--- src/logic/bx_pkg.sv ---
// Backend package with widths, micro-op and unit codes, operand source bits and instruction union
package bx_pkg;

    // --------------------------------------------------
    // Widths
    localparam int XLEN      = 32;                // Data path width
    localparam int REG_W     = 5;                 // Register address width
    localparam int OPR_SRC_W = 5;                 // Operand source vector width

    // --------------------------------------------------
    // Micro-ops and functional units
    typedef enum logic [3:0] {
        UOP_ADD   = 4'd0,
        UOP_SUB   = 4'd1,
        UOP_AND   = 4'd2,
        UOP_OR    = 4'd3,
        UOP_XOR   = 4'd4,
        UOP_SLL   = 4'd5,
        UOP_SRL   = 4'd6,
        UOP_SRA   = 4'd7,
        UOP_SLT   = 4'd8,
        UOP_SLTU  = 4'd9,
        UOP_PASSB = 4'd10                         // A plus B, A zero except AUIPC
    } uop_e;

    typedef enum logic [1:0] {
        FU_ALU  = 2'd0,
        FU_NONE = 2'd3                            // Trapped, no unit
    } fu_e;

    // --------------------------------------------------
    // Operand source bit positions
    localparam int DIS_OPRA_RS1  = 0;             // A from rs1
    localparam int DIS_OPRA_PCIM = 1;             // A from PC plus immediate
    localparam int DIS_OPRA_ZERO = 2;             // A held at zero
    localparam int DIS_OPRB_RS2  = 3;             // B from rs2
    localparam int DIS_OPRB_IMM  = 4;             // B from immediate
    localparam int DIS_OPRC_RS2  = DIS_OPRB_RS2;  // C rides on the B rs2 select

    // --------------------------------------------------
    // Opcodes and instruction layouts
    localparam logic [6:0] OP_REG   = 7'b0110011;
    localparam logic [6:0] OP_IMM   = 7'b0010011;
    localparam logic [6:0] OP_LUI   = 7'b0110111;
    localparam logic [6:0] OP_AUIPC = 7'b0010111;

    typedef struct packed {
        logic [6:0]       funct7;
        logic [REG_W-1:0] rs2;
        logic [REG_W-1:0] rs1;
        logic [2:0]       funct3;
        logic [REG_W-1:0] rd;
        logic [6:0]       opcode;
    } instr_r_t;

    typedef struct packed {
        logic [11:0]      imm12;
        logic [REG_W-1:0] rs1;
        logic [2:0]       funct3;
        logic [REG_W-1:0] rd;
        logic [6:0]       opcode;
    } instr_i_t;

    typedef union packed {
        instr_r_t r;                              // Register layout
        instr_i_t i;                              // Immediate layout
    } instr_u;

endpackage

--- src/logic/bx_gprs.sv ---
// General purpose register file with two combinational read ports and one write port
`timescale 1ns/10ps
module bx_gprs (
    input  logic                     g_clk,
    input  logic                     rst_n,
    input  logic [bx_pkg::REG_W-1:0] rs1_addr,
    output logic [bx_pkg::XLEN-1:0]  rs1_data,
    input  logic [bx_pkg::REG_W-1:0] rs2_addr,
    output logic [bx_pkg::XLEN-1:0]  rs2_data,
    input  logic                     rd_wen,
    input  logic [bx_pkg::REG_W-1:0] rd_addr,
    input  logic [bx_pkg::XLEN-1:0]  rd_data
);
    import bx_pkg::*;

    logic [XLEN-1:0] regs [0:(1<<REG_W)-1];

    always_ff @(posedge g_clk or negedge rst_n) begin
        if (!rst_n) begin
            for (int i = 0; i < (1 << REG_W); i++) begin
                regs[i] <= '0;
            end
        end else if (rd_wen && rd_addr != '0) begin  // x0 never written
            regs[rd_addr] <= rd_data;
        end
    end

    assign rs1_data = (rs1_addr == '0) ? '0 : regs[rs1_addr];
    assign rs2_data = (rs2_addr == '0) ? '0 : regs[rs2_addr];

endmodule

--- src/logic/bx_decode.sv ---
// Decode stage with instruction field split, micro-op select, immediates and stage register
`timescale 1ns/10ps
module bx_decode (
    input  logic                        g_clk,
    input  logic                        rst_n,
    input  logic                        flush,       // Drop stage contents
    input  logic                        in_valid,
    input  bx_pkg::instr_u              in_instr,
    input  logic [bx_pkg::XLEN-1:0]     in_pc,
    output logic                        in_busy,     // Cannot accept this cycle
    output logic                        s1_valid,
    output logic [bx_pkg::REG_W-1:0]    s1_rd,
    output logic [bx_pkg::REG_W-1:0]    s1_rs1,
    output logic [bx_pkg::REG_W-1:0]    s1_rs2,
    output logic [bx_pkg::XLEN-1:0]     s1_imm,
    output logic [bx_pkg::XLEN-1:0]     s1_pc,
    output bx_pkg::uop_e                s1_uop,
    output bx_pkg::fu_e                 s1_fu,
    output logic                        s1_trap,
    output logic [bx_pkg::OPR_SRC_W-1:0] s1_opr_src,
    input  logic                        s1_busy
);
    import bx_pkg::*;

    logic [6:0]           opcode;
    logic [2:0]           funct3;
    logic                 alt;                       // funct7[5] or imm[10]
    logic [XLEN-1:0]      imm_i;
    logic [XLEN-1:0]      imm_u;
    uop_e                 alu_uop;
    uop_e                 n_uop;
    fu_e                  n_fu;
    logic                 n_trap;
    logic [XLEN-1:0]      n_imm;
    logic [OPR_SRC_W-1:0] n_src;

    assign opcode = in_instr.r.opcode;
    assign funct3 = in_instr.r.funct3;
    assign alt    = (opcode == OP_REG) ? in_instr.r.funct7[5] : in_instr.i.imm12[10];
    assign imm_i  = {{(XLEN-12){in_instr.i.imm12[11]}}, in_instr.i.imm12}; // Sign extend
    assign imm_u  = {in_instr.i.imm12, in_instr.i.rs1, in_instr.i.funct3, 12'b0};

    // --------------------------------------------------
    // Micro-op and operand sources
    always_comb begin
        case (funct3)
            3'b000:  alu_uop = (alt && opcode == OP_REG) ? UOP_SUB : UOP_ADD; // No SUBI
            3'b001:  alu_uop = UOP_SLL;
            3'b010:  alu_uop = UOP_SLT;
            3'b011:  alu_uop = UOP_SLTU;
            3'b100:  alu_uop = UOP_XOR;
            3'b101:  alu_uop = alt ? UOP_SRA : UOP_SRL;
            3'b110:  alu_uop = UOP_OR;
            default: alu_uop = UOP_AND;
        endcase
    end

    always_comb begin
        n_uop  = alu_uop;
        n_fu   = FU_ALU;
        n_trap = 1'b0;
        n_imm  = '0;
        n_src  = '0;
        case (opcode)
            OP_REG: begin
                n_src[DIS_OPRA_RS1] = 1'b1;
                n_src[DIS_OPRB_RS2] = 1'b1;
                n_src[DIS_OPRC_RS2] = 1'b1;
            end
            OP_IMM: begin
                n_src[DIS_OPRA_RS1] = 1'b1;
                n_src[DIS_OPRB_IMM] = 1'b1;
                n_imm               = imm_i;
            end
            OP_LUI: begin
                n_src[DIS_OPRA_ZERO] = 1'b1;         // 0 + imm
                n_src[DIS_OPRB_IMM]  = 1'b1;
                n_imm                = imm_u;
                n_uop                = UOP_PASSB;
            end
            OP_AUIPC: begin
                n_src[DIS_OPRA_PCIM] = 1'b1;         // pc+imm, B stays zero
                n_imm                = imm_u;
                n_uop                = UOP_PASSB;
            end
            default: begin
                n_fu   = FU_NONE;                    // Unknown opcode
                n_trap = 1'b1;
            end
        endcase
    end

    // --------------------------------------------------
    // Stage register
    assign in_busy = s1_valid && s1_busy;            // Full and not draining

    always_ff @(posedge g_clk or negedge rst_n) begin
        if (!rst_n) begin
            s1_valid <= 1'b0;
        end else if (flush) begin
            s1_valid <= 1'b0;
        end else if (!in_busy) begin
            s1_valid <= in_valid;
        end
    end

    always_ff @(posedge g_clk) begin
        if (in_valid && !in_busy) begin
            s1_rd      <= in_instr.r.rd;
            s1_rs1     <= in_instr.r.rs1;
            s1_rs2     <= in_instr.r.rs2;
            s1_imm     <= n_imm;
            s1_pc      <= in_pc;
            s1_uop     <= n_uop;
            s1_fu      <= n_fu;
            s1_trap    <= n_trap;
            s1_opr_src <= n_src;
        end
    end

endmodule

--- src/logic/bx_dispatch.sv ---
// Dispatch stage with register read, forwarding, PC plus immediate, operand gather and stage register
`timescale 1ns/10ps
module bx_dispatch (
    input  logic                         g_clk,
    input  logic                         rst_n,
    input  logic                         flush,
    input  logic                         s1_valid,
    input  logic [bx_pkg::REG_W-1:0]     s1_rd,
    input  logic [bx_pkg::REG_W-1:0]     s1_rs1,
    input  logic [bx_pkg::REG_W-1:0]     s1_rs2,
    input  logic [bx_pkg::XLEN-1:0]      s1_imm,
    input  logic [bx_pkg::XLEN-1:0]      s1_pc,
    input  bx_pkg::uop_e                 s1_uop,
    input  bx_pkg::fu_e                  s1_fu,
    input  logic                         s1_trap,
    input  logic [bx_pkg::OPR_SRC_W-1:0] s1_opr_src,
    output logic                         s1_busy,
    input  logic [bx_pkg::REG_W-1:0]     fwd_s3_rd,      // Zero when no producer
    input  logic [bx_pkg::XLEN-1:0]      fwd_s3_wdata,
    input  logic [bx_pkg::REG_W-1:0]     fwd_s4_rd,
    input  logic [bx_pkg::XLEN-1:0]      fwd_s4_wdata,
    input  logic                         gpr_wen,
    input  logic [bx_pkg::REG_W-1:0]     gpr_rd,
    input  logic [bx_pkg::XLEN-1:0]      gpr_wdata,
    output logic                         s2_valid,
    output logic [bx_pkg::REG_W-1:0]     s2_rd,
    output logic [bx_pkg::XLEN-1:0]      s2_opr_a,
    output logic [bx_pkg::XLEN-1:0]      s2_opr_b,
    output logic [bx_pkg::XLEN-1:0]      s2_opr_c,
    output logic [bx_pkg::XLEN-1:0]      s2_pc,
    output bx_pkg::uop_e                 s2_uop,
    output logic                         s2_trap,
    input  logic                         s2_busy
);
    import bx_pkg::*;

    logic [XLEN-1:0] rs1_rf;                         // Raw register file reads
    logic [XLEN-1:0] rs2_rf;
    logic [XLEN-1:0] dis_rs1;                        // After forwarding
    logic [XLEN-1:0] dis_rs2;
    logic [XLEN-1:0] pc_plus_imm;
    logic [XLEN-1:0] n_opr_a;
    logic [XLEN-1:0] n_opr_b;
    logic [XLEN-1:0] n_opr_c;
    logic            n_trap;

    // Youngest producer wins, write port bypass covers the retiring instruction
    function automatic logic [XLEN-1:0] fwd_pick(input logic [REG_W-1:0] addr,
                                                 input logic [XLEN-1:0]  rf_data);
        if (addr == '0)
            return rf_data;
        else if (addr == fwd_s3_rd)
            return fwd_s3_wdata;
        else if (addr == fwd_s4_rd)
            return fwd_s4_wdata;
        else if (gpr_wen && addr == gpr_rd)
            return gpr_wdata;
        return rf_data;
    endfunction

    bx_gprs u_gprs (
        .g_clk    (g_clk),
        .rst_n    (rst_n),
        .rs1_addr (s1_rs1),
        .rs1_data (rs1_rf),
        .rs2_addr (s1_rs2),
        .rs2_data (rs2_rf),
        .rd_wen   (gpr_wen),                         // Write from result stage
        .rd_addr  (gpr_rd),
        .rd_data  (gpr_wdata)
    );

    // --------------------------------------------------
    // Operand gather
    always_comb begin
        dis_rs1 = fwd_pick(s1_rs1, rs1_rf);
        dis_rs2 = fwd_pick(s1_rs2, rs2_rf);
    end
    assign pc_plus_imm = s1_pc + s1_imm;             // AUIPC target

    assign n_opr_a = {XLEN{s1_opr_src[DIS_OPRA_RS1]}}  & dis_rs1     |
                     {XLEN{s1_opr_src[DIS_OPRA_PCIM]}} & pc_plus_imm;
    assign n_opr_b = {XLEN{s1_opr_src[DIS_OPRB_RS2]}}  & dis_rs2     |
                     {XLEN{s1_opr_src[DIS_OPRB_IMM]}}  & s1_imm;
    assign n_opr_c = {XLEN{s1_opr_src[DIS_OPRC_RS2]}}  & dis_rs2;
    assign n_trap  = s1_trap || (s1_fu == FU_NONE);  // No unit takes it

    // --------------------------------------------------
    // Stage register
    assign s1_busy = s2_valid && s2_busy;

    always_ff @(posedge g_clk or negedge rst_n) begin
        if (!rst_n) begin
            s2_valid <= 1'b0;
        end else if (flush) begin
            s2_valid <= 1'b0;
        end else if (!s1_busy) begin
            s2_valid <= s1_valid;
        end
    end

    always_ff @(posedge g_clk) begin
        if (s1_valid && !s1_busy) begin
            s2_rd    <= s1_rd;
            s2_opr_a <= n_opr_a;
            s2_opr_b <= n_opr_b;
            s2_opr_c <= n_opr_c;
            s2_pc    <= s1_pc;
            s2_uop   <= s1_uop;
            s2_trap  <= n_trap;
        end
    end

endmodule

--- src/logic/bx_execute.sv ---
// Execute stage with ALU, forwarding export and stage register
`timescale 1ns/10ps
module bx_execute (
    input  logic                     g_clk,
    input  logic                     rst_n,
    input  logic                     flush,
    input  logic                     s2_valid,
    input  logic [bx_pkg::REG_W-1:0] s2_rd,
    input  logic [bx_pkg::XLEN-1:0]  s2_opr_a,
    input  logic [bx_pkg::XLEN-1:0]  s2_opr_b,
    input  logic [bx_pkg::XLEN-1:0]  s2_opr_c,       // Store data lane, no ALU use
    input  logic [bx_pkg::XLEN-1:0]  s2_pc,
    input  bx_pkg::uop_e             s2_uop,
    input  logic                     s2_trap,
    output logic                     s2_busy,
    output logic [bx_pkg::REG_W-1:0] fwd_s3_rd,
    output logic [bx_pkg::XLEN-1:0]  fwd_s3_wdata,
    output logic                     s3_valid,
    output logic [bx_pkg::REG_W-1:0] s3_rd,
    output logic [bx_pkg::XLEN-1:0]  s3_data,
    output logic [bx_pkg::XLEN-1:0]  s3_pc,
    output logic                     s3_trap,
    input  logic                     s3_busy
);
    import bx_pkg::*;

    logic [4:0]      shamt;
    logic [XLEN-1:0] alu_res;

    assign shamt = s2_opr_b[4:0];                    // Low 5 bits only

    always_comb begin
        case (s2_uop)
            UOP_ADD, UOP_PASSB: alu_res = s2_opr_a + s2_opr_b;
            UOP_SUB:  alu_res = s2_opr_a - s2_opr_b;
            UOP_AND:  alu_res = s2_opr_a & s2_opr_b;
            UOP_OR:   alu_res = s2_opr_a | s2_opr_b;
            UOP_XOR:  alu_res = s2_opr_a ^ s2_opr_b;
            UOP_SLL:  alu_res = s2_opr_a << shamt;
            UOP_SRL:  alu_res = s2_opr_a >> shamt;
            UOP_SRA:  alu_res = $unsigned($signed(s2_opr_a) >>> shamt);
            UOP_SLT:  alu_res = {{(XLEN-1){1'b0}}, $signed(s2_opr_a) < $signed(s2_opr_b)};
            UOP_SLTU: alu_res = {{(XLEN-1){1'b0}}, s2_opr_a < s2_opr_b};
            default:  alu_res = '0;
        endcase
    end

    // Producer seen by dispatch, hidden when empty or trapped
    assign fwd_s3_rd    = (s2_valid && !s2_trap) ? s2_rd : '0;
    assign fwd_s3_wdata = alu_res;

    // --------------------------------------------------
    // Stage register
    assign s2_busy = s3_valid && s3_busy;

    always_ff @(posedge g_clk or negedge rst_n) begin
        if (!rst_n) begin
            s3_valid <= 1'b0;
        end else if (flush) begin
            s3_valid <= 1'b0;
        end else if (!s2_busy) begin
            s3_valid <= s2_valid;
        end
    end

    always_ff @(posedge g_clk) begin
        if (s2_valid && !s2_busy) begin
            s3_rd   <= s2_rd;
            s3_data <= alu_res;
            s3_pc   <= s2_pc;
            s3_trap <= s2_trap;
        end
    end

endmodule

--- src/logic/bx_result.sv ---
// Result stage with retire register, register file write and forwarding export
`timescale 1ns/10ps
module bx_result (
    input  logic                     g_clk,
    input  logic                     rst_n,
    input  logic                     flush,
    input  logic                     s3_valid,
    input  logic [bx_pkg::REG_W-1:0] s3_rd,
    input  logic [bx_pkg::XLEN-1:0]  s3_data,
    input  logic [bx_pkg::XLEN-1:0]  s3_pc,
    input  logic                     s3_trap,
    output logic                     s3_busy,
    input  logic                     res_busy,       // Retire sink stall
    output logic [bx_pkg::REG_W-1:0] fwd_s4_rd,
    output logic [bx_pkg::XLEN-1:0]  fwd_s4_wdata,
    output logic                     gpr_wen,
    output logic [bx_pkg::REG_W-1:0] gpr_rd,
    output logic [bx_pkg::XLEN-1:0]  gpr_wdata,
    output logic                     ret_valid,
    output logic [bx_pkg::XLEN-1:0]  ret_pc,
    output logic [bx_pkg::REG_W-1:0] ret_rd,
    output logic [bx_pkg::XLEN-1:0]  ret_data,
    output logic                     ret_trap
);
    assign fwd_s4_rd    = (s3_valid && !s3_trap) ? s3_rd : '0;
    assign fwd_s4_wdata = s3_data;

    // Single write, on the retire transfer
    assign gpr_wen   = ret_valid && !res_busy && !ret_trap && (ret_rd != '0);
    assign gpr_rd    = ret_rd;
    assign gpr_wdata = ret_data;

    assign s3_busy = ret_valid && res_busy;

    always_ff @(posedge g_clk or negedge rst_n) begin
        if (!rst_n) begin
            ret_valid <= 1'b0;
        end else if (flush) begin
            ret_valid <= 1'b0;
        end else if (!s3_busy) begin
            ret_valid <= s3_valid;
        end
    end

    always_ff @(posedge g_clk) begin
        if (s3_valid && !s3_busy) begin
            ret_pc   <= s3_pc;
            ret_rd   <= s3_rd;
            ret_data <= s3_data;
            ret_trap <= s3_trap;
        end
    end

endmodule

--- src/logic/bx_backend.sv ---
// Backend top level joining decode, dispatch, execute and result stages
`timescale 1ns/10ps
module bx_backend (
    input  logic                     g_clk,
    input  logic                     rst_n,
    input  logic                     flush,          // Kill all in-flight work
    input  logic                     in_valid,
    input  bx_pkg::instr_u           in_instr,
    input  logic [bx_pkg::XLEN-1:0]  in_pc,
    output logic                     in_busy,
    input  logic                     res_busy,
    output logic                     ret_valid,
    output logic [bx_pkg::XLEN-1:0]  ret_pc,
    output logic [bx_pkg::REG_W-1:0] ret_rd,
    output logic [bx_pkg::XLEN-1:0]  ret_data,
    output logic                     ret_trap
);
    import bx_pkg::*;

    // --------------------------------------------------
    // Stage boundaries
    logic                 s1_valid, s1_busy, s1_trap;
    logic [REG_W-1:0]     s1_rd, s1_rs1, s1_rs2;
    logic [XLEN-1:0]      s1_imm, s1_pc;
    uop_e                 s1_uop;
    fu_e                  s1_fu;
    logic [OPR_SRC_W-1:0] s1_opr_src;
    logic                 s2_valid, s2_busy, s2_trap;
    logic [REG_W-1:0]     s2_rd;
    logic [XLEN-1:0]      s2_opr_a, s2_opr_b, s2_opr_c, s2_pc;
    uop_e                 s2_uop;
    logic                 s3_valid, s3_busy, s3_trap;
    logic [REG_W-1:0]     s3_rd;
    logic [XLEN-1:0]      s3_data, s3_pc;
    logic [REG_W-1:0]     fwd_s3_rd, fwd_s4_rd, gpr_rd;  // Forwarding and writeback
    logic [XLEN-1:0]      fwd_s3_wdata, fwd_s4_wdata, gpr_wdata;
    logic                 gpr_wen;

    bx_decode u_decode (
        .g_clk, .rst_n, .flush, .in_valid, .in_instr, .in_pc, .in_busy,
        .s1_valid, .s1_rd, .s1_rs1, .s1_rs2, .s1_imm, .s1_pc, .s1_uop, .s1_fu,
        .s1_trap, .s1_opr_src, .s1_busy
    );

    bx_dispatch u_dispatch (
        .g_clk, .rst_n, .flush,
        .s1_valid, .s1_rd, .s1_rs1, .s1_rs2, .s1_imm, .s1_pc, .s1_uop, .s1_fu,
        .s1_trap, .s1_opr_src, .s1_busy,
        .fwd_s3_rd, .fwd_s3_wdata, .fwd_s4_rd, .fwd_s4_wdata,
        .gpr_wen, .gpr_rd, .gpr_wdata,               // Register file write port
        .s2_valid, .s2_rd, .s2_opr_a, .s2_opr_b, .s2_opr_c, .s2_pc, .s2_uop,
        .s2_trap, .s2_busy
    );

    bx_execute u_execute (
        .g_clk, .rst_n, .flush,
        .s2_valid, .s2_rd, .s2_opr_a, .s2_opr_b, .s2_opr_c, .s2_pc, .s2_uop,
        .s2_trap, .s2_busy, .fwd_s3_rd, .fwd_s3_wdata,
        .s3_valid, .s3_rd, .s3_data, .s3_pc, .s3_trap, .s3_busy
    );

    bx_result u_result (
        .g_clk, .rst_n, .flush,
        .s3_valid, .s3_rd, .s3_data, .s3_pc, .s3_trap, .s3_busy, .res_busy,
        .fwd_s4_rd, .fwd_s4_wdata, .gpr_wen, .gpr_rd, .gpr_wdata,
        .ret_valid, .ret_pc, .ret_rd, .ret_data, .ret_trap
    );

endmodule

--- config.mk ---
export PLATFORM = sky130hd
export DESIGN_NAME = bx_backend
export DESIGN_NICKNAME = d
export VERILOG_FILES = /design/src/logic/bx_pkg.sv /design/src/logic/bx_gprs.sv /design/src/logic/bx_decode.sv /design/src/logic/bx_dispatch.sv /design/src/logic/bx_execute.sv /design/src/logic/bx_result.sv /design/src/logic/bx_backend.sv
export SDC_FILE = /design/constraint.sdc
export NUM_CORES = 2
export LEC_CHECK = 0
export BUFFER_PORTS_ARGS = -buffer_cell sky130_fd_sc_hd__buf_2
export CAP_MARGIN = 20
export CORE_MARGIN = 2
export CORE_UTILIZATION = 25
export DETAILED_ROUTE_END_ITERATION = 7
export RECOVER_POWER = 50
export SYNTH_ARGS = -nofsm -noshare
export SYNTH_HDL_FRONTEND = slang
export SYNTH_SLANG_ARGS = --single-unit
--- constraint.sdc ---
create_clock -name g_clk -period 8.7 [get_ports g_clk]
set_input_delay 0 -clock g_clk [delete_from_list [all_inputs] [get_ports g_clk]]
set_output_delay 0 -clock g_clk [all_outputs]
set_load 0.01 [all_outputs]
==> results.json <==
{
  "status": "finished, violations left",
  "violations": "max-capacitance violations, max-slew violations",
  "syn_to_final_growth_pct": 14.71,
  "skew_ns": 0.04840,
  "leakagePower_nw": 37.84,
  "dieArea_sq_mm": 0.3142,
  "p_comb_share_pct": 11.5,
  "p_sw_share_pct": 26.87,
  "hold_class": "in2reg",
  "antenna_found_initial": 30,
  "synth_area_per_cell_sq_um": 13.98,
  "synthFlopType": "dfrtp_1",
  "final_nets": 5758,
  "rsz0062_at_grt": "no",
  "clk-insertion-delay-late_ns": 0.82,
  "end_kind": "asynchronous set/reset pin",
  "gr-usage-all-layers_pct": 16.82,
  "pwr-share-seq_pct": 45.0,
  "cts_sinks": 1362,
  "vdd_drop_max_uv": 180.4,
  "clockRootBuffer": "clkbuf_16",
  "syn_nets": 5741,
  "clk_pin_slew_ns": 0.06,
  "timing.slew.headroom_pct": -215.3,
  "grt-ovfl-total": 0,
  "numCtsBuffers": 154,
  "drt_wl_total_mm": 270.7,
  "tns_ns": 0,
  "rows": 204,
  "fmax_ghz": 0.1626,
  "netSwitchingPower_mw": 4.082,
  "cts.path.max_buffers": 3,
  "cp_cell_sequence": "dlygate4sd3_1, dlygate4sd3_1, clkbuf_1, clkbuf_2, clkbuf_2",
  "die_h_um": 560.6,
  "ios": 141,
  "yosys_warnings": 0,
  "synth_area_leader_cell": "dfrtp_1",
  "p_int_mw": 11.11,
  "yosys.cell_types.count": 97,
  "grt_max_degree": 188,
  "drive_gt1_share_pct": 38.17,
  "cap_violations": 29,
  "hold_viol_final": 0,
  "route.antenna.remaining_nets": 0,
  "n_fill_cell": 30890,
  "p_clk_share_pct": 43.5,
  "drc": 0,
  "ys_ff_latch": 1362,
  "gp_congestion": 0.9537,
  "fin_crit_sh_pct": 70.70,
  "crit_fanout": 176,
  "io_buffers": 140,
  "via_per_inst": 5.381,
  "crit_type": "in2async",
  "setup_viol": 0,
  "synth.area.top_cells": "dfrtp_1 33%, mux4_2 20%, mux2_2 15%",
  "synth_common_cells": "1028 x dfrtp_1, 1003 x mux2_2, 680 x mux4_2",
  "cp.arrival_ns": 6.81,
  "coreArea_sq_mm": 0.3086,
  "syn_inst": 5539,
  "grt_first_pass_wirelength_mm": 390.9,
  "required_ns": 9.36,
  "dp_hpwl_mm": 170.9,
  "synth_edf_count": 334,
  "synth.most_common_cell": "dfrtp_1",
  "power-per-cell-area_mw_per_mm2": 171.0,
  "dr.pass1.iters": 5,
  "post_cts_buffers": 0,
  "wl_per_cell_um": 27.61,
  "syn_area_sq_mm": 0.07744,
  "slowest_stage": "clkbuf_2",
  "start_util_pct": 25.09,
  "first_global_vias": 53280,
  "fp.dieW_um": 560.6,
  "p_total_mw": 15.19,
  "slew_viol_final": 1395,
  "drt_iter0_drc": 5683,
  "synth-async-reset-ratio_pct": 75.48,
  "ys_seq_area_share_pct": 46.17,
  "vias": 52750,
  "synth_top_area_share_pct": 33.22,
  "cts_tree": "built",
  "max_stage_delay_ns": 3.11,
  "period_needed_ns": 6.151,
  "htree_levels": 4,
  "setup.worst_path.start_class": "input pin",
  "worstMarginPinSlew_ns": 4.730
}
==> cell type report <==
class / instances / area (sq um) / area share, %
Multi-Input combinational cell: 3529 / 39390 / 44.34
Sequential cell: 1362 / 35750 / 40.25
Tap cell: 4120 / 5155 / 5.803
Clock buffer: 216 / 4358 / 4.906
Timing Repair Buffer: 396 / 2965 / 3.338
Clock inverter: 61 / 768.2 / 0.8649
Inverter: 113 / 424.2 / 0.4775
Antenna cell: 6 / 15.01 / 0.01690
==> cells by family (layout without fill, tap and decap cells) <==
kind of cell	Yosys count	count (layout)	share of synthesized area, %
flip-flops	1362	1362	46.17
AND/OR/NAND/NOR	709	709	4.316
AO/OA/AOI/OAI	746	746	6.419
buffers and inverters	648	786	3.261
XOR/XNOR	53	53	0.5994
other	0	6	0
multiplexers	1888	1888	37.05
adder cells (fa/ha/maj)	133	133	2.178
==> worst max-delay path, delay by kind of cell <==
kind / cells / cell delay (ns)
buffers and inverters: 5 / 6.47
==> what timing repair did <==
action	in CTS	in global routing
hold endpoints to repair	285	11
resized for setup	0	0
hold buffers	114	1
==> metrics by stage <==
stage                     cell area [sq um]  setup slack, ns  util, %  std cells  hold WS, ns
after floorplan                       77440            2.423        -       5539      -0.2956
after CTS                             88860            3.508    28.80       9783    0.0004368
after global routing                  88810            1.775    28.78       9798       0.1061
final                                 88830            2.549    28.78       9803       0.1187
after global placement                82520            3.446    26.74       9389       0.1118
after detailed placement              82580            3.518    26.76       9392       0.1304
==> cells in the final DEF, fill, tap and decap left out, types with 86 or more instances in the layout <==
cell / count
dfrtp_1: 1028
mux2_2: 1003
mux4_2: 680
edfxtp_1: 334
nor2_1: 219
nand2_1: 205
a21oi_1: 190
mux2i_1: 185
clkbuf_16: 155
clkbuf_1: 141
ha_1: 130
dlygate4sd3_1: 114
inv_1: 105
o21ai_0: 86
buf_4: 86
==> per-layer routing <==
layer  GRT usage (%)  part of all wire [%]  up-vias  wire [um]
met5               0                 0.019        -         52
met4           7.098                   4.5        8      12270
met3           3.324                   7.7      535      20940
met2           27.07                    47     2493     127700
met1           22.01                    41    28160     109700
li1                -                     -    21560          -
==> flip-flops by register name, indices dropped and copies added, names as in the netlist, 32 cells and up <==
signal	count
u_dispatch.s2_pc	32
u_dispatch.u_gprs.regs	1024
u_dispatch.s2_opr_b	32
u_result.ret_pc	32
u_execute.s3_data	32
u_execute.s3_pc	32
u_dispatch.s2_opr_a	32
u_result.gpr_wdata	32
u_decode.s1_imm	32
u_decode.s1_pc	32
==> power by group through the flow <==
stage	registers, mW	clock network [mW]	logic [mW]
global route	6.83	7.00	1.87
global placement	6.95	0	1.68
finish	6.83	6.61	1.75
detailed placement	6.95	0	1.69
floorplan	6.85	0	1.11
CTS	6.83	6.75	1.74
==> worst paths after layout <==
| kind | slack, ns | depth (start not counted) | startpoint | end |
|---|---|---|---|---|
| max | 2.55 | 5 | rst_n | u_dispatch.u_gprs.regs[381]$_DFFE_PN0P_ |
| min | 0.12 | 2 | in_instr[17] | u_decode.s1_rs1[2]$_DFFE_PP_ |
| max reg2reg | 3.45 | 13 | u_dispatch.s2_opr_b[2]$_DFFE_PP_ | u_dispatch.s2_opr_b[26]$_DFFE_PP_ |
| min reg2reg | 0.39 | 0 | u_dispatch.u_gprs.regs[1008]$_DFFE_PN0P_ | u_dispatch.u_gprs.regs[1008]$_DFFE_PN0P_ |
| max in group g_clk | 3.45 | 13 | u_dispatch.s2_opr_b[2]$_DFFE_PP_ | u_dispatch.s2_opr_b[26]$_DFFE_PP_ |
| min in group asynchronous | 1.13 | 4 | rst_n | u_dispatch.u_gprs.regs[457]$_DFFE_PN0P_ |
Note: power is estimated with default switching activity, not from simulation.
